===== src/logic/ov7670_pkg.sv =====
/*
  ov7670 colour tracker package
  shared pixel, camera byte, filter select and centroid types,
  plus the fixed histogram and threshold constants
*/

package ov7670_pkg;

  // one byte of the camera data port
  typedef logic [7:0] cam_byte_t;

  // buffered pixel, rgb444: red [11:8], green [7:4], blue [3:0]
  typedef logic [11:0] pxl_t;

  // one colour channel of a buffered pixel
  typedef logic [3:0] nibble_t;

  // colour filter select, value 3 means no filter
  typedef logic [1:0] color_sel_t;

  localparam color_sel_t c_sel_red   = 2'd0;
  localparam color_sel_t c_sel_green = 2'd1;
  localparam color_sel_t c_sel_blue  = 2'd2;

  // number of column bins of the histogram
  // fixed at 8 since the centroid goes out decoded, one bit per bin
  localparam int c_hist_bins = 8;

  // decoded centroid, bit i set when the median falls in bin i
  typedef logic [c_hist_bins-1:0] centroid_t;

  // a channel is "on" at or above this value, "off" below it
  localparam nibble_t c_color_thresh = 4'd8;

endpackage


===== src/logic/color_proc.sv =====
/*
  colour processing
  after each frame end scans the inner frame of the buffered image,
  classifies every pixel against the selected colour filter and
  counts the matches in total and per column bin
*/

module color_proc
  #(parameter  c_img_cols      = 160,
    parameter  c_img_rows      = 120,
    parameter  c_outframe_cols = 16,  // columns dropped at each side
    parameter  c_outframe_rows = 8,   // rows dropped at top and bottom
    localparam c_img_pxls      = c_img_cols * c_img_rows,
    localparam c_nb_img_pxls   = $clog2(c_img_pxls),
    localparam c_in_cols       = c_img_cols - 2 * c_outframe_cols,
    localparam c_in_rows       = c_img_rows - 2 * c_outframe_rows,
    localparam c_bin_cols      = c_in_cols / ov7670_pkg::c_hist_bins,
    localparam c_nb_colorpxls  = $clog2(c_in_cols * c_in_rows + 1),
    localparam c_nb_bin_cnt    = $clog2(c_in_rows * c_bin_cols + 1))
  (input  logic                      clk,
   input  logic                      arst_n_i,
   input  logic                      frame_end_i,
   input  ov7670_pkg::color_sel_t    rgbfilter_i,
   output logic [c_nb_img_pxls-1:0]  raddr_o,
   input  ov7670_pkg::pxl_t          rdata_i,
   output logic                      proc_done_o,
   output logic [c_nb_colorpxls-1:0] colorpxls_o,
   output logic [ov7670_pkg::c_hist_bins-1:0][c_nb_bin_cnt-1:0] bin_cnt_o);

  import ov7670_pkg::*;

  localparam int c_nb_bin  = $clog2(c_hist_bins);
  localparam int c_nb_sub  = $clog2(c_bin_cols + 1);
  localparam int c_nb_rows = $clog2(c_in_rows + 1);

  // first inner pixel, and the jump from a row end to the next row start
  localparam logic [c_nb_img_pxls-1:0] c_first_addr =
    c_nb_img_pxls'(c_outframe_rows * c_img_cols + c_outframe_cols);
  localparam logic [c_nb_img_pxls-1:0] c_row_skip = c_nb_img_pxls'(2 * c_outframe_cols + 1);
  localparam logic [c_nb_sub-1:0]  c_last_sub = c_nb_sub'(c_bin_cols - 1);
  localparam logic [c_nb_bin-1:0]  c_last_bin = c_nb_bin'(c_hist_bins - 1);
  localparam logic [c_nb_rows-1:0] c_last_row = c_nb_rows'(c_in_rows - 1);

  typedef enum logic [1:0] {IDLE, SCAN, DRAIN} proc_state_t;

  proc_state_t              state_q;
  logic                     start;
  logic [c_nb_img_pxls-1:0] raddr_q;
  logic [c_nb_rows-1:0]     row_q;
  logic [c_nb_bin-1:0]      bin_q;  // bin of the pixel being addressed
  logic [c_nb_sub-1:0]      sub_q;  // column inside the bin
  logic                     drain_q;
  color_sel_t               filter_q;
  logic                     valid_s1; // rdata_i holds an inner pixel
  logic [c_nb_bin-1:0]      bin_s1;
  logic                     r_hi;
  logic                     g_hi;
  logic                     b_hi;
  logic                     match;

  assign start   = (state_q == IDLE) && frame_end_i; // frame ends in a scan are dropped
  assign raddr_o = raddr_q;

  // address stage, one inner pixel per cycle
  always_ff @(posedge clk or negedge arst_n_i) begin
    if (!arst_n_i) begin
      state_q     <= IDLE;
      raddr_q     <= '0;
      row_q       <= '0;
      bin_q       <= '0;
      sub_q       <= '0;
      drain_q     <= 1'b0;
      valid_s1    <= 1'b0;
      proc_done_o <= 1'b0;
    end else begin
      proc_done_o <= 1'b0;
      valid_s1    <= (state_q == SCAN);
      case (state_q)
        IDLE: begin
          if (start) begin
            state_q <= SCAN;
            raddr_q <= c_first_addr;
            row_q   <= '0;
            bin_q   <= '0;
            sub_q   <= '0;
          end
        end
        SCAN: begin
          if (sub_q != c_last_sub) begin
            sub_q   <= sub_q + 1'b1;
            raddr_q <= raddr_q + 1'b1;
          end else if (bin_q != c_last_bin) begin
            sub_q   <= '0;
            bin_q   <= bin_q + 1'b1;
            raddr_q <= raddr_q + 1'b1;
          end else begin         // last column of the row
            sub_q   <= '0;
            bin_q   <= '0;
            raddr_q <= raddr_q + c_row_skip;
            if (row_q == c_last_row) begin
              state_q <= DRAIN;
              drain_q <= 1'b0;
            end else begin
              row_q <= row_q + 1'b1;
            end
          end
        end
        DRAIN: begin             // 2 cycles, last read then last count
          drain_q <= ~drain_q;
          if (drain_q) begin
            state_q     <= IDLE;
            proc_done_o <= 1'b1;
          end
        end
        default: state_q <= IDLE;
      endcase
    end
  end

  always_ff @(posedge clk) begin
    bin_s1 <= bin_q;           // travels with the read
    if (start)
      filter_q <= rgbfilter_i; // filter fixed for the whole scan
  end

  // classify: selected channel on, both others off
  always_comb begin
    r_hi = rdata_i[11:8] >= c_color_thresh;
    g_hi = rdata_i[7:4]  >= c_color_thresh;
    b_hi = rdata_i[3:0]  >= c_color_thresh;
    case (filter_q)
      c_sel_red:   match = r_hi & ~g_hi & ~b_hi;
      c_sel_green: match = g_hi & ~r_hi & ~b_hi;
      c_sel_blue:  match = b_hi & ~r_hi & ~g_hi;
      default:     match = 1'b0; // no filter
    endcase
  end

  // accumulate stage, counts held until the next scan starts
  always_ff @(posedge clk or negedge arst_n_i) begin
    if (!arst_n_i) begin
      colorpxls_o <= '0;
      bin_cnt_o   <= '0;
    end else if (start) begin
      colorpxls_o <= '0;
      bin_cnt_o   <= '0;
    end else if (valid_s1 && match) begin
      colorpxls_o      <= colorpxls_o + 1'b1;
      bin_cnt_o[bin_s1] <= bin_cnt_o[bin_s1] + 1'b1;
    end
  end

endmodule


===== config.mk =====
export PLATFORM = sky130hd
export DESIGN_NAME = color_proc
export DESIGN_NICKNAME = d
export VERILOG_FILES = /design/src/logic/ov7670_pkg.sv /design/src/logic/color_proc.sv
export SDC_FILE = /design/constraint.sdc
export NUM_CORES = 1
export LEC_CHECK = 0
export CAP_MARGIN = 5
export CORE_AREA = 2 2 147 149
export DETAILED_ROUTE_END_ITERATION = 7
export DIE_AREA = 0 0 149 151
export DONT_BUFFER_PORTS = 1
export GPL_TIMING_DRIVEN = 0
export SLEW_MARGIN = 20
export SYNTH_ARGS = -nofsm -noshare
export SYNTH_HDL_FRONTEND = slang
export SYNTH_SLANG_ARGS = --single-unit
export TNS_END_PERCENT = 1

===== constraint.sdc =====
create_clock -name clk -period 5.1 [get_ports clk]
set_input_delay 0.255 -clock clk [delete_from_list [all_inputs] [get_ports clk]]
set_output_delay 0.255 -clock clk [all_outputs]
set_load 0.005 [all_outputs]

==> impl_metrics.yaml, run 1 <==
timing:
  final-setup-viol-count: 0
  worst_clock_skew_ps: 9.71
  layout_min_cycle_time_ps: 3860
  fin_crit_sh: 0.757
  grt_setup_unrepaired: "no"
  slew_viol_final: 0
  worstMarginPinSlew_ps: 1170
  timing.max_slew.rel_slack: 0.217
  max_freq_mhz: 259
  finalHoldViolations: 0
  setup_total_negative_slack_ps: 0
outcome:
  run_status: "complete, no violations"
layout:
  number_of_standard_cells_in_the_layout_taps_in_and_fillers_out: 1127
  antenna-diode-count: 0
  layout_commonest_cell: "sky130_fd_sc_hd__dfrtp_1"
  areaGrowthSynthToFinish_pct: 13.2
  finish.instance_area_sq_mm: 0.00862
  final_util: 0.414
  mostFrequentLayoutCells: "137 x sky130_fd_sc_hd__dfrtp_1, 107 x sky130_fd_sc_hd__nand2_1, 68 x sky130_fd_sc_hd__o21ai_0"
  final_layout_size_suffix_gt1_frac: 0.0939
  finalNetCount: 864
detailed_routing:
  wirelength_met1_um: 10100
  drtIter0Drc: 591
  route.detailed.wl_per_inst_um: 21.7
  route.vias.total: 6519
  drc_errors: 0
  detail_route.wirelength_um: 24400
  viasPerCell: 5.78
  met3_wl_post_dr_um: 2290
  drt.antenna.violating_nets: 0
  met2_length_um: 11500
  drtPass1Iterations: 5
  route.top_layer_used: "met4"
power_and_ir_drop:
  sequentialPowerShare: 0.402
  p_clk_frac: 0.270
  power_density_mw_per_mm2: 548
  comb_power_share: 0.328
  switching_power_w: 0.00190
  switching_part_of_the_total: 0.402
  leakagePower_nw: 3.58
  internal-power_w: 0.00282
  vdd_ir_drop_max_mv: 0.276
global_routing:
  grt_start_max_net_pins: 138
  grt-ovfl-total: 0
  grt_pass1_vias: 6258
  wire_length_of_the_first_global_routing_pass_um: 37500
  global_route.usage.total: 0.220
  antenna_found_initial: 0
yosys:
  postSynthNetCount: 840
  async_reset_ff_frac: 0.965
  synth_sequential_area_ratio: 0.466
  postSynthAreaPerCell_sq_um: 9.33
  yosysWarnings: 0
  ys_seq_elements: 142
  synth-edff-count: 2
  postSynthCellCount: 816
  cell_area_after_synthesis_sq_mm: 0.00761
  yosys_cell_types: 64
  postSynth.topFlopCell: "sky130_fd_sc_hd__dfrtp_1"
clocking:
  cts_inserted_buffers: 17
  clkTransAtPathRegs_ps: 60
  skew_pair_late_insertion_delay_ps: 440
  clock_sink_count: 142
  htree_num_levels: 4
  cts.repair.resized: 0
  clock-root-buffer: "sky130_fd_sc_hd__clkbuf_16"
  tritoncts: "yes"
  clockBufferDepth: 2
worst_setup_path:
  path_max_fanout: 10
  worst-setup-path-type: "reg -> reg"
  crit_path_start_kind: "flop"
  critical_path_required_ps: 5440
  crit_arrival_ps: 4200
  critical_path.endpoint_type: "flop"
place:
  place_congestion: 0.911
  placed_cell_count: 1091
  portBuffers: 0
  dp_hpwl_um: 17000
  detailed_place.area_sq_mm: 0.00796
die:
  die_width_um: 149
  core_area_sq_mm: 0.0208
  design.die.area_sq_mm: 0.0225
  io-pin-count: 135
  fp.dieH_um: 151
  core.rowCount: 53
  initial_core_util: 0.366
min_path:
  min-delay-path-class: "reg -> reg"
run:
  timing.max_cap.violations: 0
cell usage after synthesis (7+ instances only):
cell                         n  area share
sky130_fd_sc_hd__nor2_1     54       0.027
sky130_fd_sc_hd__nor4_1     10      0.0082
sky130_fd_sc_hd__nand2_1   107       0.053
sky130_fd_sc_hd__and3_1     25       0.021
sky130_fd_sc_hd__o31ai_1    14       0.014
sky130_fd_sc_hd__mux2i_1    10       0.013
sky130_fd_sc_hd__inv_1       9      0.0044
sky130_fd_sc_hd__a211oi_2    8       0.013
sky130_fd_sc_hd__buf_1       8      0.0039
sky130_fd_sc_hd__ha_1        7       0.012
sky130_fd_sc_hd__nor3_1     44       0.029
sky130_fd_sc_hd__xor2_1     11       0.013
sky130_fd_sc_hd__nand3_1    52       0.034
sky130_fd_sc_hd__dfrtp_1   137        0.45
sky130_fd_sc_hd__mux2_2     12       0.018
sky130_fd_sc_hd__clkbuf_1   43       0.021
sky130_fd_sc_hd__a211oi_1   15       0.015
sky130_fd_sc_hd__nand4_1    15       0.012
sky130_fd_sc_hd__o21ai_0    68       0.045
sky130_fd_sc_hd__a21oi_1    51       0.034
sky130_fd_sc_hd__nand2b_1    8      0.0066
sky130_fd_sc_hd__xnor2_1    13       0.015
per-layer routing:
layer | global-route usage | vias up
li1 | - | 3018
met2 | 0.346 | 261
met1 | 0.287 | 3196
met4 | 0.0738 | 0
met5 | 0 | -
met3 | 0.0711 | 44
power groups by stage:
stage               Sequential (W)  Combinational, W  Clock (W)
CTS                        0.00190           0.00153    0.00128
global placement           0.00191           0.00148          0
finish                     0.00190           0.00155    0.00127
floorplan                  0.00174           0.00118          0
detailed placement         0.00192           0.00150          0
global route               0.00195           0.00171    0.00133
worst paths after layout:
check                                     start                         to  slack (ps)  depth (start not counted)
max                           bin_s1[2]$_DFF_P_  bin_cnt_o[52]$_DFFE_PN0P_        1240                         11
min                        bin_q[1]$_DFFE_PN0P_          bin_s1[1]$_DFF_P_         410                          0
max reg2reg                   bin_s1[2]$_DFF_P_  bin_cnt_o[52]$_DFFE_PN0P_        1240                         11
min reg2reg                bin_q[1]$_DFFE_PN0P_          bin_s1[1]$_DFF_P_         410                          0
max in group asynchronous              arst_n_i  bin_cnt_o[55]$_DFFE_PN0P_        4060                          2
min in group asynchronous              arst_n_i  bin_cnt_o[76]$_DFFE_PN0P_         540                          2
layout make-up:
cell class / instances / area (sq um)
fill: 2061 / 12200
tap: 275 / 344
timing repair buffer: 5 / 67.6
buffer: 64 / 323
multi-input combinational: 600 / 3710
sequential: 142 / 3550
inverter: 10 / 37.5
clock buffer: 19 / 454
clock inverter: 12 / 135
worst max-delay path, cell delays in order (launching register included):
cell                        delay (ps)
sky130_fd_sc_hd__dfxtp_1           360
sky130_fd_sc_hd__clkbuf_1          380
sky130_fd_sc_hd__buf_1             510
sky130_fd_sc_hd__clkbuf_1          490
sky130_fd_sc_hd__nand2_1            90
sky130_fd_sc_hd__nand2_1            80
sky130_fd_sc_hd__ha_1              270
sky130_fd_sc_hd__o2111ai_1         140
sky130_fd_sc_hd__nor4_1            770
sky130_fd_sc_hd__buf_2             350
sky130_fd_sc_hd__nor3_1             80
sky130_fd_sc_hd__nor3_1            230
kinds of logic (layout without fill, tap and decap cells):
kind of cell               count (synthesis)  count (layout)  share of synthesized area
DFF                                      142             142                      0.466
muxes                                     34              34                     0.0694
and+or+nand+nor                          350             350                      0.226
adders and majority gates                  9               9                     0.0141
buffers and inverters                     74             110                     0.0473
AOI/OAI and AO/OA                        183             183                      0.149
xor gates and xnor gates                  24              24                     0.0276
per-stage QoR:
stage                     hold slack (ps)  power, W  setup slack, ps
after floorplan                     -40.6   0.00292             2500
after global placement              -33.8   0.00339             1480
after detailed placement            -33.8   0.00342             1400
after CTS                             416   0.00472             1380
after global routing                  445   0.00500             1030
final                                 414   0.00472             1240
registers in the layout, indices dropped and copies added, names as in the netlist:
register / flops
bin_q: 3
valid_s1: 1
state_q: 2
proc_done_o: 1
raddr_o: 15
bin_s1: 3
drain_q: 1
colorpxls_o: 14
row_q: 7
filter_q: 2
sub_q: 5
bin_cnt_o: 88
what timing repair did:
action / 4_1_cts / 5_1_grt
buffers inserted: 0 / 0
endpoints found under the hold margin: 140 / 0
hold buffers: 5 / 0
Note: power is estimated with default switching activity, not from simulation.
==> run 2: changes to the inputs <==
Clock period 5.1 ns to 3.9 ns, I/O delays scaled along.
==> run 2 against run 1 <==
Hold slack worse by 25 ps. Cell count stayed put. Sequential power is 31% higher. Sequential share of layout area about the same. Setup slack worse by 930 ps. Maximum frequency grew 7.5%. Count of clock-buffer cells in the layout did not move. Via count is 0.61% higher. Critical path type unchanged.
==> impl_metrics.yaml, run 2 (synthesized netlist as in run 1, its figures left out) <==
clocking:
  clock_sink_count: 142
  clockBufferDepth: 2
  skew_pair_late_insertion_delay_ps: 430
  cts_inserted_buffers: 17
  clock-root-buffer: "sky130_fd_sc_hd__clkbuf_16"
  htree_num_levels: 4
  tritoncts: "yes"
  clkTransAtPathRegs_ps: 60
layout:
  mostFrequentLayoutCells: "137 x sky130_fd_sc_hd__dfrtp_1, 107 x sky130_fd_sc_hd__nand2_1, 68 x sky130_fd_sc_hd__o21ai_0"
  areaGrowthSynthToFinish_pct: 13.3
  antenna-diode-count: 0
  finalNetCount: 864
  max_reg_flops: 88
  max_flop_register: "bin_cnt_o"
  final_layout_size_suffix_gt1_frac: 0.0951
  layout_commonest_cell: "sky130_fd_sc_hd__dfrtp_1"
worst_setup_path:
  cp_slowest_stage_delay_ps: 870
  critical_path.endpoint_type: "flop"
  crit_path_start_kind: "flop"
  critical_path.cell_chain: "clkbuf_1 > buf_1 > clkbuf_1 > nand2_1 > nand2_1 > ha_1 > inv_1 > o31ai_1 > nand3_1 > a21oi_1"
  crit_arrival_ps: 3950
  critical-path-slowest-cell: "sky130_fd_sc_hd__o31ai_1"
  critical_path.startpoint: "bin_s1[2]$_DFF_P_"
  path_max_fanout: 10
  critical_path_required_ps: 4250
  crit-reg2reg-launch: "bin_s1[2]$_DFF_P_"
  worst-setup-path-type: "reg -> reg"
timing:
  fin_crit_sh: 0.922
  slew_viol_final: 0
  worstMarginPinSlew_ps: 1160
  setup_total_negative_slack_ps: 0
  max_freq_mhz: 278
  timing.max_slew.rel_slack: 0.227
  final_critical_path_setup_slack_ps: 306
  layout_min_cycle_time_ps: 3590
  worst_clock_skew_ps: 9.72
  finalHoldViolations: 0
  grt_setup_unrepaired: "no"
  final-setup-viol-count: 0
  whs_ps: 389
detailed_routing:
  drtIter0Drc: 552
  detail_route.wirelength_um: 24400
  drtPass1Iterations: 6
  route.detailed.wl_per_inst_um: 21.7
  drt.antenna.violating_nets: 0
  route.vias.total: 6559
  drc_errors: 0
  viasPerCell: 5.82
die:
  initial_core_util: 0.366
  fp.dieH_um: 151
  core.rowCount: 53
  die_width_um: 149
  core_area_sq_mm: 0.0208
  io-pin-count: 135
  design.die.area_sq_mm: 0.0225
power_and_ir_drop:
  leakagePower_nw: 3.58
  power_density_mw_per_mm2: 716
  vdd_ir_drop_max_mv: 0.361
run:
  timing.max_cap.violations: 0
place:
  portBuffers: 0
  place_congestion: 0.911
  dp_hpwl_um: 17000
  preCtsSetupSlack_ps: 204
global_routing:
  grt-ovfl-total: 0
  antenna_found_initial: 0
  grt_pass1_vias: 6258
  global_route.usage.total: 0.220
  wire_length_of_the_first_global_routing_pass_um: 37500
  grt_start_max_net_pins: 138
min_path:
  min-delay-path-class: "in -> reg"
  hold_path.startpoint: "rgbfilter_i[0]"
outcome:
  run_status: "complete, no violations"
## run 2: cell counts in the layout (fill, tap and decap cells not counted)
No cell type changed its count.
## run 2: timing repair
action                     4_1_cts  5_1_grt
setup buffers                    0        0
setup endpoints to repair        0        8
hold endpoints to repair       140        0
resized for setup                0        1
hold buffers                     5        0
## run 2: path summary, 6_finish.rpt
| check | end | slack [ps] | cells past startpoint |
|---|---|---|---|
| max in group asynchronous | bin_cnt_o[55]$_DFFE_PN0P_ | 2920 | 2 |
| worst max-delay path | bin_cnt_o[81]$_DFFE_PN0P_ | 310 | 10 |
| worst max register to register | bin_cnt_o[81]$_DFFE_PN0P_ | 310 | 10 |
| worst min-delay path | filter_q[0]$_DFFE_PP_ | 390 | 1 |
| min in group asynchronous | bin_cnt_o[76]$_DFFE_PN0P_ | 470 | 2 |
| worst min register to register | bin_s1[1]$_DFF_P_ | 410 | 0 |
## run 2: report_power, final
group	leakage, nW	switching, W	total, W	internal (W)
Combinational	1.47	0.00124	0.00203	0.000789
Clock	0.289	0.000687	0.00167	0.000980
Sequential	1.82	0.000559	0.00248	0.00192
## run 2: final cells by class
type,count,area [sq um]
clock buffer,19,454
tap,275,344
inverter,10,37.5
timing repair buffer,5,67.6
multi-input combinational,600,3710
sequential,142,3550
clock inverter,12,135
fill,2064,12200
buffer,64,323
## run 2: stage by stage
step                      utilization  std cells  area [sq um]  power (W)
after floorplan                     -        816          7610    0.00382
after global placement          0.382       1091          7960    0.00443
after detailed placement        0.382       1091          7960    0.00447
after CTS                       0.414       1127          8610    0.00617
after global routing            0.414       1127          8620    0.00654
final                           0.414       1127          8620    0.00618
## run 2: worst max-delay path, delay by kind of cell (launching register included)
family	cells	cell delay [ps]
compound gates	2	1070
fa+ha+maj	1	270
simple gates	3	350
flops	1	360
buf+inv	4	1460
## run 2: per-layer routing
layer | share of wire | global-route usage
met1 | 0.41 | 0.287
met5 | 0 | 0
met2 | 0.47 | 0.346
met3 | 0.096 | 0.0711
met4 | 0.024 | 0.0738
