==> config.mk <==
export PLATFORM = sky130hd
export DESIGN_NAME = centroid
export DESIGN_NICKNAME = d
export VERILOG_FILES = /design/src/logic/ov7670_pkg.sv /design/src/logic/centroid.sv
export SDC_FILE = /design/constraint.sdc
export NUM_CORES = 1
export LEC_CHECK = 0
export BUFFER_PORTS_ARGS = -buffer_cell sky130_fd_sc_hd__buf_2
export CAP_MARGIN = 20
export CORE_UTILIZATION = 45
export CTS_BUF_LIST = sky130_fd_sc_hd__clkbuf_16
export DETAILED_ROUTE_END_ITERATION = 8
export PLACE_DENSITY = 0.7
export SETUP_SLACK_MARGIN = 0.02
export SLEW_MARGIN = 40
export SYNTH_ARGS = -nofsm -noshare
export SYNTH_HDL_FRONTEND = slang
export SYNTH_SLANG_ARGS = --single-unit
==> constraint.sdc <==
create_clock -name clk -period 13.41 [get_ports clk]
set_input_delay 2.682 -clock clk [delete_from_list [all_inputs] [get_ports clk]]
set_output_delay 2.682 -clock clk [all_outputs]
set_load 0.005 [all_outputs]
==> src/logic/ov7670_pkg.sv <==
/*
  ov7670 colour tracker package
  shared pixel, camera byte, filter select and centroid types,
  plus the fixed histogram and threshold constants
*/

package ov7670_pkg;

  // one byte of the camera data port
  typedef logic [7:0] cam_byte_t;

  // buffered pixel, rgb444: red [11:8], green [7:4], blue [3:0]
  typedef logic [11:0] pxl_t;

  // one colour channel of a buffered pixel
  typedef logic [3:0] nibble_t;

  // colour filter select, value 3 means no filter
  typedef logic [1:0] color_sel_t;

  localparam color_sel_t c_sel_red   = 2'd0;
  localparam color_sel_t c_sel_green = 2'd1;
  localparam color_sel_t c_sel_blue  = 2'd2;

  // number of column bins of the histogram
  // fixed at 8 since the centroid goes out decoded, one bit per bin
  localparam int c_hist_bins = 8;

  // decoded centroid, bit i set when the median falls in bin i
  typedef logic [c_hist_bins-1:0] centroid_t;

  // a channel is "on" at or above this value, "off" below it
  localparam nibble_t c_color_thresh = 4'd8;

endpackage

==> src/logic/centroid.sv <==
/*
  centroid
  walks the column histogram one bin per cycle to find the median bin
  and issues it decoded, or zero when too few pixels matched
*/

module centroid
  #(parameter c_nb_colorpxls  = 14,  // width of the total count
    parameter c_nb_bin_cnt    = 11,  // width of each bin count
    parameter c_min_colorpxls = 128) // below this it is taken as noise
  (input  logic                      clk,
   input  logic                      arst_n_i,
   input  logic                      proc_done_i,
   input  logic [c_nb_colorpxls-1:0] colorpxls_i,
   input  logic [ov7670_pkg::c_hist_bins-1:0][c_nb_bin_cnt-1:0] bin_cnt_i,
   output ov7670_pkg::centroid_t     centroid_o,
   output logic                      new_centroid_o);

  import ov7670_pkg::*;

  localparam int c_nb_bin = $clog2(c_hist_bins);
  localparam logic [c_nb_bin-1:0] c_last_bin = c_nb_bin'(c_hist_bins - 1);

  typedef enum logic [1:0] {IDLE, WALK, ISSUE} cent_state_t;

  cent_state_t               state_q;
  logic [c_nb_bin-1:0]       bin_q;   // bin being added
  logic [c_nb_bin-1:0]       med_q;   // median bin once found
  logic                      found_q;
  logic [c_nb_colorpxls-1:0] sum_q;   // running sum of bins before bin_q
  logic [c_nb_colorpxls-1:0] sum_nxt;
  logic                      hit;
  logic [c_nb_bin-1:0]       med_nxt;

  // median: first bin where twice the running sum reaches the total
  always_comb begin
    sum_nxt = sum_q + c_nb_colorpxls'(bin_cnt_i[bin_q]);
    hit     = !found_q && ({sum_nxt, 1'b0} >= {1'b0, colorpxls_i});
    med_nxt = hit ? bin_q : med_q;
  end

  always_ff @(posedge clk or negedge arst_n_i) begin
    if (!arst_n_i) begin
      state_q    <= IDLE;
      bin_q      <= '0;
      med_q      <= '0;
      found_q    <= 1'b0;
      sum_q      <= '0;
      centroid_o <= '0;
    end else begin
      case (state_q)
        IDLE: begin
          if (proc_done_i) begin
            state_q <= WALK;
            bin_q   <= '0;
            sum_q   <= '0;
            found_q <= 1'b0;
          end
        end
        WALK: begin
          sum_q <= sum_nxt;
          bin_q <= bin_q + 1'b1;
          if (hit) begin
            found_q <= 1'b1;
            med_q   <= bin_q;
          end
          if (bin_q == c_last_bin) begin // all bins seen, update output
            state_q <= ISSUE;
            if (colorpxls_i < c_nb_colorpxls'(c_min_colorpxls))
              centroid_o <= '0;
            else
              centroid_o <= centroid_t'(1) << med_nxt;
          end
        end
        ISSUE:   state_q <= IDLE; // one cycle strobe
        default: state_q <= IDLE;
      endcase
    end
  end

  assign new_centroid_o = (state_q == ISSUE);

endmodule

==> out/results.txt, run 1 <==
Status: complete, no violations
Met1 usage: 23.75%
CP Data Required Time: 13.54 ns
N_diodes: 0
Max-slew violation count: 0
Gates resized, CTS repair: 0
EDFF count, synth: 0
Die area: 6956 µm²
Most frequent cells in the layout: buf_2 (113), dfrtp_1 (31), nand2_1 (26), ha_1 (26), inv_1 (23)
Fraction of registers with async set/reset: 100.0%
Max Fclk: 0.1495 GHz
Area occupied by multi-input gates: 2042 µm²
Mapped Avg Cell Area: 10.46 µm²
Final period util: 49.88%
Met3 Use GR: 4.473%
Max_cap viols: 0
Worst Path Arrival: 6.82 ns
Antenna violations before repair: 0
Core Area: 6386 µm²
Seq. cell area: 775.7 µm²
CTS root buf: clkbuf_16
Share of cells above drive strength 1: 43.22%
CTS buffer count: 5
CTS Hold Bufs: 0
Setup bufs post-CTS: 0
Layout Skew: 0.006158 ns
HPWL after DPL: 5.873 mm
Synth Flop Type: dfrtp_1
Worst Tran Pin Value: 0.7338 ns
CTS H-Tree Depth: 2
Largest net degree at the start of global routing: 32
Starting Density: 46.69%
Routed wire length per instance: 15.30 µm
Crit path launch type: input pin
Leakage Power: 0.001796 µW
Via-to-Cell Ratio: 5.766
Most Crowded Layer GR: met2
Seq cells post-synth: 31
Syn-to-layout area delta: 26.10%
Final Hold Viols: 0
Post-route minimum period: 6.689 ns
Total power: 1237 µW
Post-route ant nets: 0
Commonest non-fill, non-tap cell in the layout: buf_2
Critical Path Fanout Max: 4
DRC: 0
Die Span Y: 83.40 µm
TritonCTS clock tree: built
Final-layout fill cell count: 600
Seq/Total Area, Yosys: 26.02%
Mapped Area: 2982 µm²
Skew-Pair Late Insertion Delay: 0.28 ns
DRT Wirelength: 7.267 mm
Final GP Congestion: 0.9420
Final Setup Violations: 0
Via Count: 2739
Mapped Cells: 285
Post-route setup TNS: 0 ns
Pwr dens: 329.1 nW/µm²
Number of global-route vias before repair: 2816
Met2 usage: 42.03%
Global-route wire length before repair: 12.24 mm
Slew margin rel.: 51.08%
Nets@finish: 529
Die width: 83.40 µm
Maximum vdd drop: 0.1776 mV
Clk sinks: 31
I/O Buffers: 113
RSZ-0062 raised after global routing: false
Starting DRT DRC Count: 93
Io pins: 114
Syn_nets: 417
CTS Buffer Depth: 2
Yosys warns: 0
Crit. End Element: flop
Netlist cell types: 54
Cell Rows: 29
Clock-pin slew on the worst setup and hold paths: 0.05 ns
Tightest Hold Check Type: flop to flop
DR pass1 iterations: 6
Worst setup path category: input pin to flop
GRT Total Usage: 22.03%
Global route overflow: 0
## registers in the layout (all words and copies together), names as in the netlist
| register | count |
|---|---|
| sum_q | 14 |
| centroid_o | 8 |
| bin_q | 3 |
| med_q | 3 |
| state_q | 2 |
| found_q | 1 |
## worst max-delay path, cell delays in order
cell and delay, ns:
buf_2 0.09, mux4_2 0.44, mux2_2 0.28, ha_1 0.22, inv_1 0.08, fa_1 0.20, nor2b_1 0.06, o21a_1 0.18
o211ai_1 0.20, nand3_1 0.15, and3_1 0.21, nor2_1 0.14, ha_1 0.26, a21oi_1 0.15, nor2b_1 0.07, a2111oi_2 0.33
a31oi_1 0.18, or2_2 0.36, o211ai_1 0.37, o221ai_1 0.18
## worst paths after layout
path / from / to / slack [ns] / cells after the start
max in group asynchronous: arst_n_i / sum_q[1] / 10.48 / 1
hold / removal: centroid_o[5] / centroid_o[5] / 0.48 / 2
setup reg to reg: bin_q[0] / centroid_o[2] / 8.17 / 20
hold reg to reg: centroid_o[5] / centroid_o[5] / 0.48 / 2
setup / recovery: bin_cnt_i[33] / centroid_o[2] / 6.72 / 20
min in group asynchronous: arst_n_i / med_q[0] / 2.46 / 1
## Yosys cell counts (3+ instances only)
| master | number | share of area [%] |
|---|---|---|
| o21bai_1 | 4 | 1.0 |
| mux4_2 | 22 | 17 |
| a211oi_1 | 3 | 0.76 |
| o21ai_0 | 9 | 1.5 |
| nand3b_1 | 3 | 0.76 |
| o211ai_1 | 7 | 1.8 |
| nand3_1 | 7 | 1.2 |
| a22o_1 | 12 | 3.5 |
| dfrtp_1 | 31 | 26 |
| clkbuf_1 | 4 | 0.50 |
| nor3_1 | 4 | 0.67 |
| o221ai_1 | 8 | 2.4 |
| mux2_2 | 10 | 3.8 |
| nand2b_1 | 6 | 1.3 |
| nor2b_1 | 5 | 1.0 |
| a21oi_1 | 13 | 2.2 |
| buf_4 | 3 | 0.76 |
| mux2_4 | 3 | 1.5 |
| o21a_1 | 3 | 0.76 |
| ha_1 | 26 | 11 |
| inv_1 | 23 | 2.9 |
| nor2_1 | 8 | 1.0 |
| nand2_1 | 26 | 3.3 |
| xnor2_1 | 9 | 2.6 |
| a31oi_1 | 3 | 0.63 |
## final cells by class
type | count | share of cell area (%)
Clock inverter | 3 | 1.032
Tap cell | 77 | 2.562
Multi-Input combinational cell | 219 | 54.31
Clock buffer | 5 | 3.328
Inverter | 23 | 2.296
Timing Repair Buffer | 117 | 15.84
Sequential cell | 31 | 20.63
## power by group
group / internal [µW] / switching, µW / total (µW) / leakage [µW]
clock: 86.5 / 41.4 / 128 / 0.0000812
sequential: 143 / 48.5 / 192 / 0.000380
combinational: 450 / 468 / 918 / 0.00133
total: 680 / 557 / 1240 / 0.00180
## kinds of logic after synthesis
| logic type | Yosys count | share of synthesized area [%] |
|---|---|---|
| adder cells (fa/ha/maj) | 27 | 11.58 |
| flip-flops | 31 | 26.02 |
| XOR/XNOR | 9 | 2.644 |
| AO/OA/AOI/OAI | 76 | 19.89 |
| AND/OR/NAND/NOR | 71 | 12.13 |
| buffers and inverters | 35 | 5.497 |
| multiplexers | 36 | 22.24 |
## metrics by stage
stage,hold WS (ns),utilization [%],std cells,area [µm²],worst slack [ns]
floorplan,0.4723,-,285,2982,6.861
global placement,0.4760,56.31,467,3596,6.524
detailed placement,0.4712,56.31,467,3596,6.482
CTS,0.4871,58.88,475,3760,6.746
global route,0.5113,58.88,475,3760,6.539
finish,0.4836,58.88,475,3760,6.721
## metal layers
metal | wire [µm] | part of all wire (%) | up-vias
met2 | 3923 | 54 | 79
met3 | 320 | 4.4 | 13
met1 | 2871 | 40 | 1327
met5 | 0 | 0 | -
li1 | - | - | 1320
met4 | 151 | 2.1 | 0
Power figures use the tool's default switching activity.
==> inputs of run 2 (changes only) <==
ABC_AREA = 1   (was unset)
PLACE_DENSITY = 0.71   (was 0.7)
clock period = 6.5 ns   (was 13.41 ns; I/O delays follow)
==> out/results.txt, run 2 <==
Fraction of registers with async set/reset: 100.0% (unchanged)
DRC: 0 (unchanged)
CTS root buf: clkbuf_16
Number of flip-flops in the largest register: 14 (unchanged)
Mapped Avg Cell Area: 6.551 µm² (-37%)
DRT Wirelength: 8.754 mm (+20%)
Post-synth top cells: nor2_1 (89), nand2_1 (85), o21ai_0 (58)
Layout Skew: 0.004314 ns (-0.001844 ns)
Seq/Total Area, Yosys: 26.37% (+0.35 points)
HPWL after DPL: 6.576 mm (+12%)
Nets@finish: 686 (+30%)
Gates resized, CTS repair: 0 (unchanged)
CTS buffer count: 5 (unchanged)
Antenna violations before repair: 0 (unchanged)
Syn_nets: 581 (+39%)
Final Hold Viols: 0 (unchanged)
N_diodes: 0 (unchanged)
Slew margin rel.: 48.23% (-2.8 points)
Worst setup path category: flop to flop
Synth top area share: 26.37% (+0.35 points)
Largest net degree at the start of global routing: 49 (+53%)
Global route overflow: 0 (unchanged)
Critical Path Fanout Max: 25 (+21)
Worst Tran Pin Value: 0.7765 ns (+0.04272 ns)
Worst Path Arrival: 5.31 ns (-1.51 ns)
Post-route minimum period: 5.144 ns
Most frequent cells in the layout: buf_2 (113), nor2_1 (88), nand2_1 (85)
DR pass1 iterations: 5 (-1)
Die area: 6864 µm² (-1.3%)
Die width: 82.85 µm (-0.66%)
Die Span Y: 82.85 µm (-0.66%)
Syn-to-layout area delta: 26.75%
I/O Buffers: 113 (unchanged)
Most frequent cell after synthesis: nor2_1
Max_cap viols: 0 (unchanged)
Final setup margin: 1.356 ns (-5.364 ns)
CTS Hold Bufs: 0 (unchanged)
Mapped Cells: 449 (+58%)
Global-route wire length before repair: 14.64 mm (+20%)
CTS Buffer Depth: 2 (unchanged)
EDFF count, synth: 0 (unchanged)
Max Fclk: 0.1944 GHz
Mapped Area: 2942 µm² (-1.3%)
Final GP Congestion: 0.9368 (-0.55%)
Starting DRT DRC Count: 180 (+94%)
Crit. End Element: flop
Post-route ant nets: 0 (unchanged)
Cell taking the most area after synthesis: dfrtp_1
Clock-pin slew on the worst setup and hold paths: 0.05 ns (about the same)
Clk sinks: 31 (unchanged)
Largest registers: sum_q x14, centroid_o x8
Share of cells above drive strength 1: 24.32% (-19 points)
Commonest non-fill, non-tap cell in the layout: buf_2
Synth Flop Type: dfrtp_1
Max-slew violation count: 0 (unchanged)
Io pins: 114 (unchanged)
Ranking of synthesized cells by area: dfrtp_1 (26%), nor2_1 (11%), ha_1 (11%)
CP Data Required Time: 6.67 ns (-6.87 ns)
Netlist cell types: 32 (-41%)
GRT Total Usage: 26.01% (+4.0 points)
Status: complete, no violations
Seq cells post-synth: 31 (unchanged)
Yosys warns: 0 (unchanged)
TritonCTS clock tree: built
RSZ-0062 raised after global routing: false
Routed wire length per instance: 13.85 µm (-9.5%)
Skew-Pair Late Insertion Delay: 0.28 ns (about the same)
Final Setup Violations: 0 (unchanged)
Final period util: 79.13%
Place WS: 1.507 ns (-4.975 ns)
Setup bufs post-CTS: 0 (unchanged)
Number of global-route vias before repair: 3179 (+13%)
Core Area: 6314 µm² (-1.1%)
Crit path launch type: flop
Via Count: 3392 (+24%)
Cell Rows: 29 (unchanged)
Starting Density: 46.59% (-0.098 points)
Biggest register: sum_q
CTS H-Tree Depth: 2 (unchanged)
Via-to-Cell Ratio: 5.367 (-6.9%)
Post-route setup TNS: 0 ns (unchanged)
Tightest Hold Check Type: flop to flop
-- run 2: layout make-up --
cell class | count | area [µm²]
clock inverter | 3 | 38.79
tap | 77 | 96.34
inverter | 51 | 191.4
clock buffer | 5 | 125.1
timing repair buffer | 115 | 580.6
fill | 639 | 2585
multi-input combinational | 350 | 1921
sequential | 31 | 775.7
-- run 2: per-stage QoR --
step                      cell area (µm²)  utilization [%]  hold slack (ns)  cells
after floorplan                      2942                -           0.4594    449
after global placement               3555            56.30           0.4628    624
after detailed placement             3557            56.34           0.4637    624
after CTS                            3721            58.94           0.4795    632
after global routing                 3729            59.06           0.5085    632
final                                3729            59.06           0.4737    632
-- run 2: per-layer routing --
metal | track usage [%] | wire [µm]
met4 | 5.799 | 112
met1 | 34.87 | 3889
met5 | 0 | 0
met2 | 44.34 | 4263
met3 | 3.877 | 489
-- run 2: final timing paths --
| path | from | endpoint | slack [ns] | cells after the start |
|---|---|---|---|---|
| min in group asynchronous | arst_n_i | med_q[0] | 1.06 | 1 |
| hold reg to reg | centroid_o[7] | centroid_o[7] | 0.47 | 2 |
| setup / recovery | bin_q[1] | centroid_o[5] | 1.36 | 25 |
| hold / removal | centroid_o[7] | centroid_o[7] | 0.47 | 2 |
| setup reg to reg | bin_q[1] | centroid_o[5] | 1.36 | 25 |
| max in group asynchronous | arst_n_i | sum_q[2] | 4.98 | 1 |
-- run 2: cells by family after synthesis --
family,synth area share (%)
and+or+nand+nor,28.20
AOI/OAI and AO/OA,21.74
buffers and inverters,8.677
adders and majority gates,11.74
xor gates and xnor gates,3.275
DFF,26.37
-- run 2: worst max-delay path, cell delays in order (launching register included) --
cell and delay, ns:
dfrtp_1 0.67, inv_1 0.70, o21ai_0 0.19, o22ai_1 0.16, nor2_1 0.06, a31oi_1 0.17
ha_1 0.19, inv_1 0.06, fa_1 0.40, o21ai_1 0.28, a21oi_1 0.17, o21ai_1 0.25
nand2_1 0.08, a21oi_1 0.18, xor2_1 0.21, inv_1 0.06, ha_1 0.29, and3_1 0.15
nand2_1 0.10, nand4_4 0.19, nand2_4 0.13, nand2_1 0.06, nand2_1 0.07, nor2_2 0.06
nand2_1 0.10, nand2_1 0.05
Power of run 2 is not shown: default switching activity piles up to over one toggle a cycle in this logic, so the estimate is an artifact.
==> inputs of run 3 (changes only) <==
clock period = 5 ns   (was 6.5 ns; I/O delays follow)
==> out/results.txt, run 3 (same netlist as run 2, synthesis figures left out) <==
Status: complete, no violations
DR pass1 iterations: 4 (-1)
Clock power share: 8.3%
Crit path launch type: flop
Clk sinks: 31 (unchanged)
Max-slew violation count: 0 (unchanged)
Commonest non-fill, non-tap cell in the layout: buf_2
Tightest Hold Check Type: flop to flop
Layout Skew: 0.008268 ns (+0.003955 ns)
CTS Hold Bufs: 0 (unchanged)
Worst Tran Pin Value: 0.7146 ns (-0.06195 ns)
I/O Buffers: 113 (unchanged)
DR WL met2: 4.053 mm (-4.9%)
TritonCTS clock tree: built
Core Area: 6314 µm² (unchanged)
Largest registers: sum_q x14, centroid_o x8
Max Fclk: 0.2268 GHz (+17%)
Antenna violations before repair: 0 (unchanged)
N_diodes: 0 (unchanged)
Worst Path Arrival: 4.57 ns (-0.74 ns)
RSZ-0062 raised after global routing: false
CTS buffer count: 5 (unchanged)
GRT Total Usage: 25.53% (-0.48 points)
Cell Rows: 29 (unchanged)
Worst setup path startpoint: bin_q[0]
CP Data Required Time: 5.16 ns (-1.51 ns)
Die area: 6864 µm² (unchanged)
Largest net degree at the start of global routing: 49 (unchanged)
Via-to-Cell Ratio: 5.198 (-3.2%)
Most frequent cells in the layout: buf_2 (113), nor2_1 (89), nand2_1 (85)
Die width: 82.85 µm (unchanged)
Biggest register: sum_q
Min Hold Slack: 0.4762 ns (+0.002459 ns)
Hold_sp: centroid_o[3]
Global-route wire length before repair: 14.34 mm (-2.1%)
Sw Share: 52.91%
Crit. End Element: flop
Routed wire length per instance: 13.19 µm (-4.8%)
Max_cap viols: 0 (unchanged)
Gates resized, CTS repair: 0 (unchanged)
CTS H-Tree Depth: 2 (unchanged)
Critical Path Fanout Max: 48 (+92%)
Clock-pin slew on the worst setup and hold paths: 0.05 ns (about the same)
Design Area, Final: 3740 µm² (+0.30%)
Placed cell areas: 3592 µm² (+0.99%)
Leakage Power: 0.002040 µW
Post-route minimum period: 4.409 ns (-0.7343 ns)
Worst setup path category: flop to flop
Non-Filler Instances: 637 (+0.79%)
Slew margin rel.: 52.36% (+4.1 points)
Number of global-route vias before repair: 3124 (-1.7%)
Share of cells above drive strength 1: 24.64% (+0.32 points)
Pwr dens: 938.7 nW/µm²
Setup bufs post-CTS: 0 (unchanged)
P_sw: 1857 µW
Final period util: 88.19% (+9.1 points)
DRC: 0 (unchanged)
CTS root buf: clkbuf_16
Post-route ant nets: 0 (unchanged)
Logic pwr share: 78.7%
Final Hold Viols: 0 (unchanged)
Via Count: 3311 (-2.4%)
Starting Density: 46.59% (unchanged)
Total power: 3511 µW
DR top layer: met4
Crit Reg-Reg Startpoint: bin_q[0]
Syn-to-layout area delta: 27.14%
Cell-internal power: 1653 µW
Final GP Congestion: 0.8884 (-5.2%)
Die Span Y: 82.85 µm (unchanged)
Number of flip-flops in the largest register: 14 (unchanged)
Skew-Pair Late Insertion Delay: 0.28 ns (about the same)
Starting DRT DRC Count: 190 (+5.6%)
Nets@finish: 691 (+0.73%)
DRT met1 WL: 3.884 mm (-0.13%)
DRT Wirelength: 8.403 mm (-4.0%)
Global route overflow: 0 (unchanged)
Flop pwr share: 13.0%
Io pins: 114 (unchanged)
Maximum vdd drop: 0.7230 mV
CTS Buffer Depth: 2 (unchanged)
Placed insts: 629 (+0.80%)
Post-route setup TNS: 0 ns (unchanged)
Final Setup Violations: 0 (unchanged)
HPWL after DPL: 6.581 mm (about the same)
Met3 Wirelength: 390 µm (-20%)
run 3: worst paths after layout:
| path | end | slack (ns) | depth (start not counted) |
|---|---|---|---|
| setup / recovery | centroid_o[1] | 0.59 | 25 |
| hold / removal | centroid_o[3] | 0.48 | 2 |
| setup reg to reg | centroid_o[1] | 0.59 | 25 |
| hold reg to reg | centroid_o[3] | 0.48 | 2 |
| max in group asynchronous | sum_q[2] | 3.77 | 1 |
| min in group asynchronous | sum_q[1] | 0.77 | 1 |
run 3: stage by stage:
stage,setup WS (ns),utilization [%]
finish,0.5906,59.24
global route,0.2063,59.24
CTS,0.5948,59.12
detailed placement,0.3675,56.90
global placement,0.4412,56.90
floorplan,0.8628,-
run 3: power groups by stage:
stage,registers [µW],logic (µW),clock network [µW]
6_report,455,2760,292
5_1_grt,470,3180,310
4_1_cts,455,2760,296
3_5_place_dp,458,2750,0
3_3_place_gp,453,2680,0
2_1_floorplan,451,2110,0
run 3: layer usage:
layer,GRT usage [%],up-vias
met1,34.70,1515
met5,0,-
met3,4.672,8
met2,42.25,88
met4,5.799,0
li1,-,1700
run 3: cell type report:
cell class | count | area (µm²)
clock buffers | 5 | 125.1
fillers | 600 | 2574
inverters | 51 | 191.4
well taps | 77 | 96.34
flip-flops and latches | 31 | 775.7
multi-input cells | 350 | 1918
repair buffers | 120 | 618.1
clock inverters | 3 | 15.01
run 3: worst max-delay path, stage by stage, from the launching register on:
cell     delay, ns
dfrtp_1       0.34
buf_4         0.40
o21ai_0       0.16
o22ai_1       0.18
nor2_1        0.05
a31oi_1       0.17
ha_1          0.20
inv_1         0.06
fa_1          0.40
o21ai_1       0.27
a21oi_1       0.15
o21ai_1       0.22
nand2_1       0.08
a21oi_1       0.17
xor2_1        0.20
inv_1         0.06
ha_1          0.28
and3_1        0.15
nand2_1       0.10
nand4_4       0.18
nand2_4       0.13
nand2_1       0.06
nand2_1       0.07
nor2_2        0.05
nand2_1       0.09
nand2_1       0.05
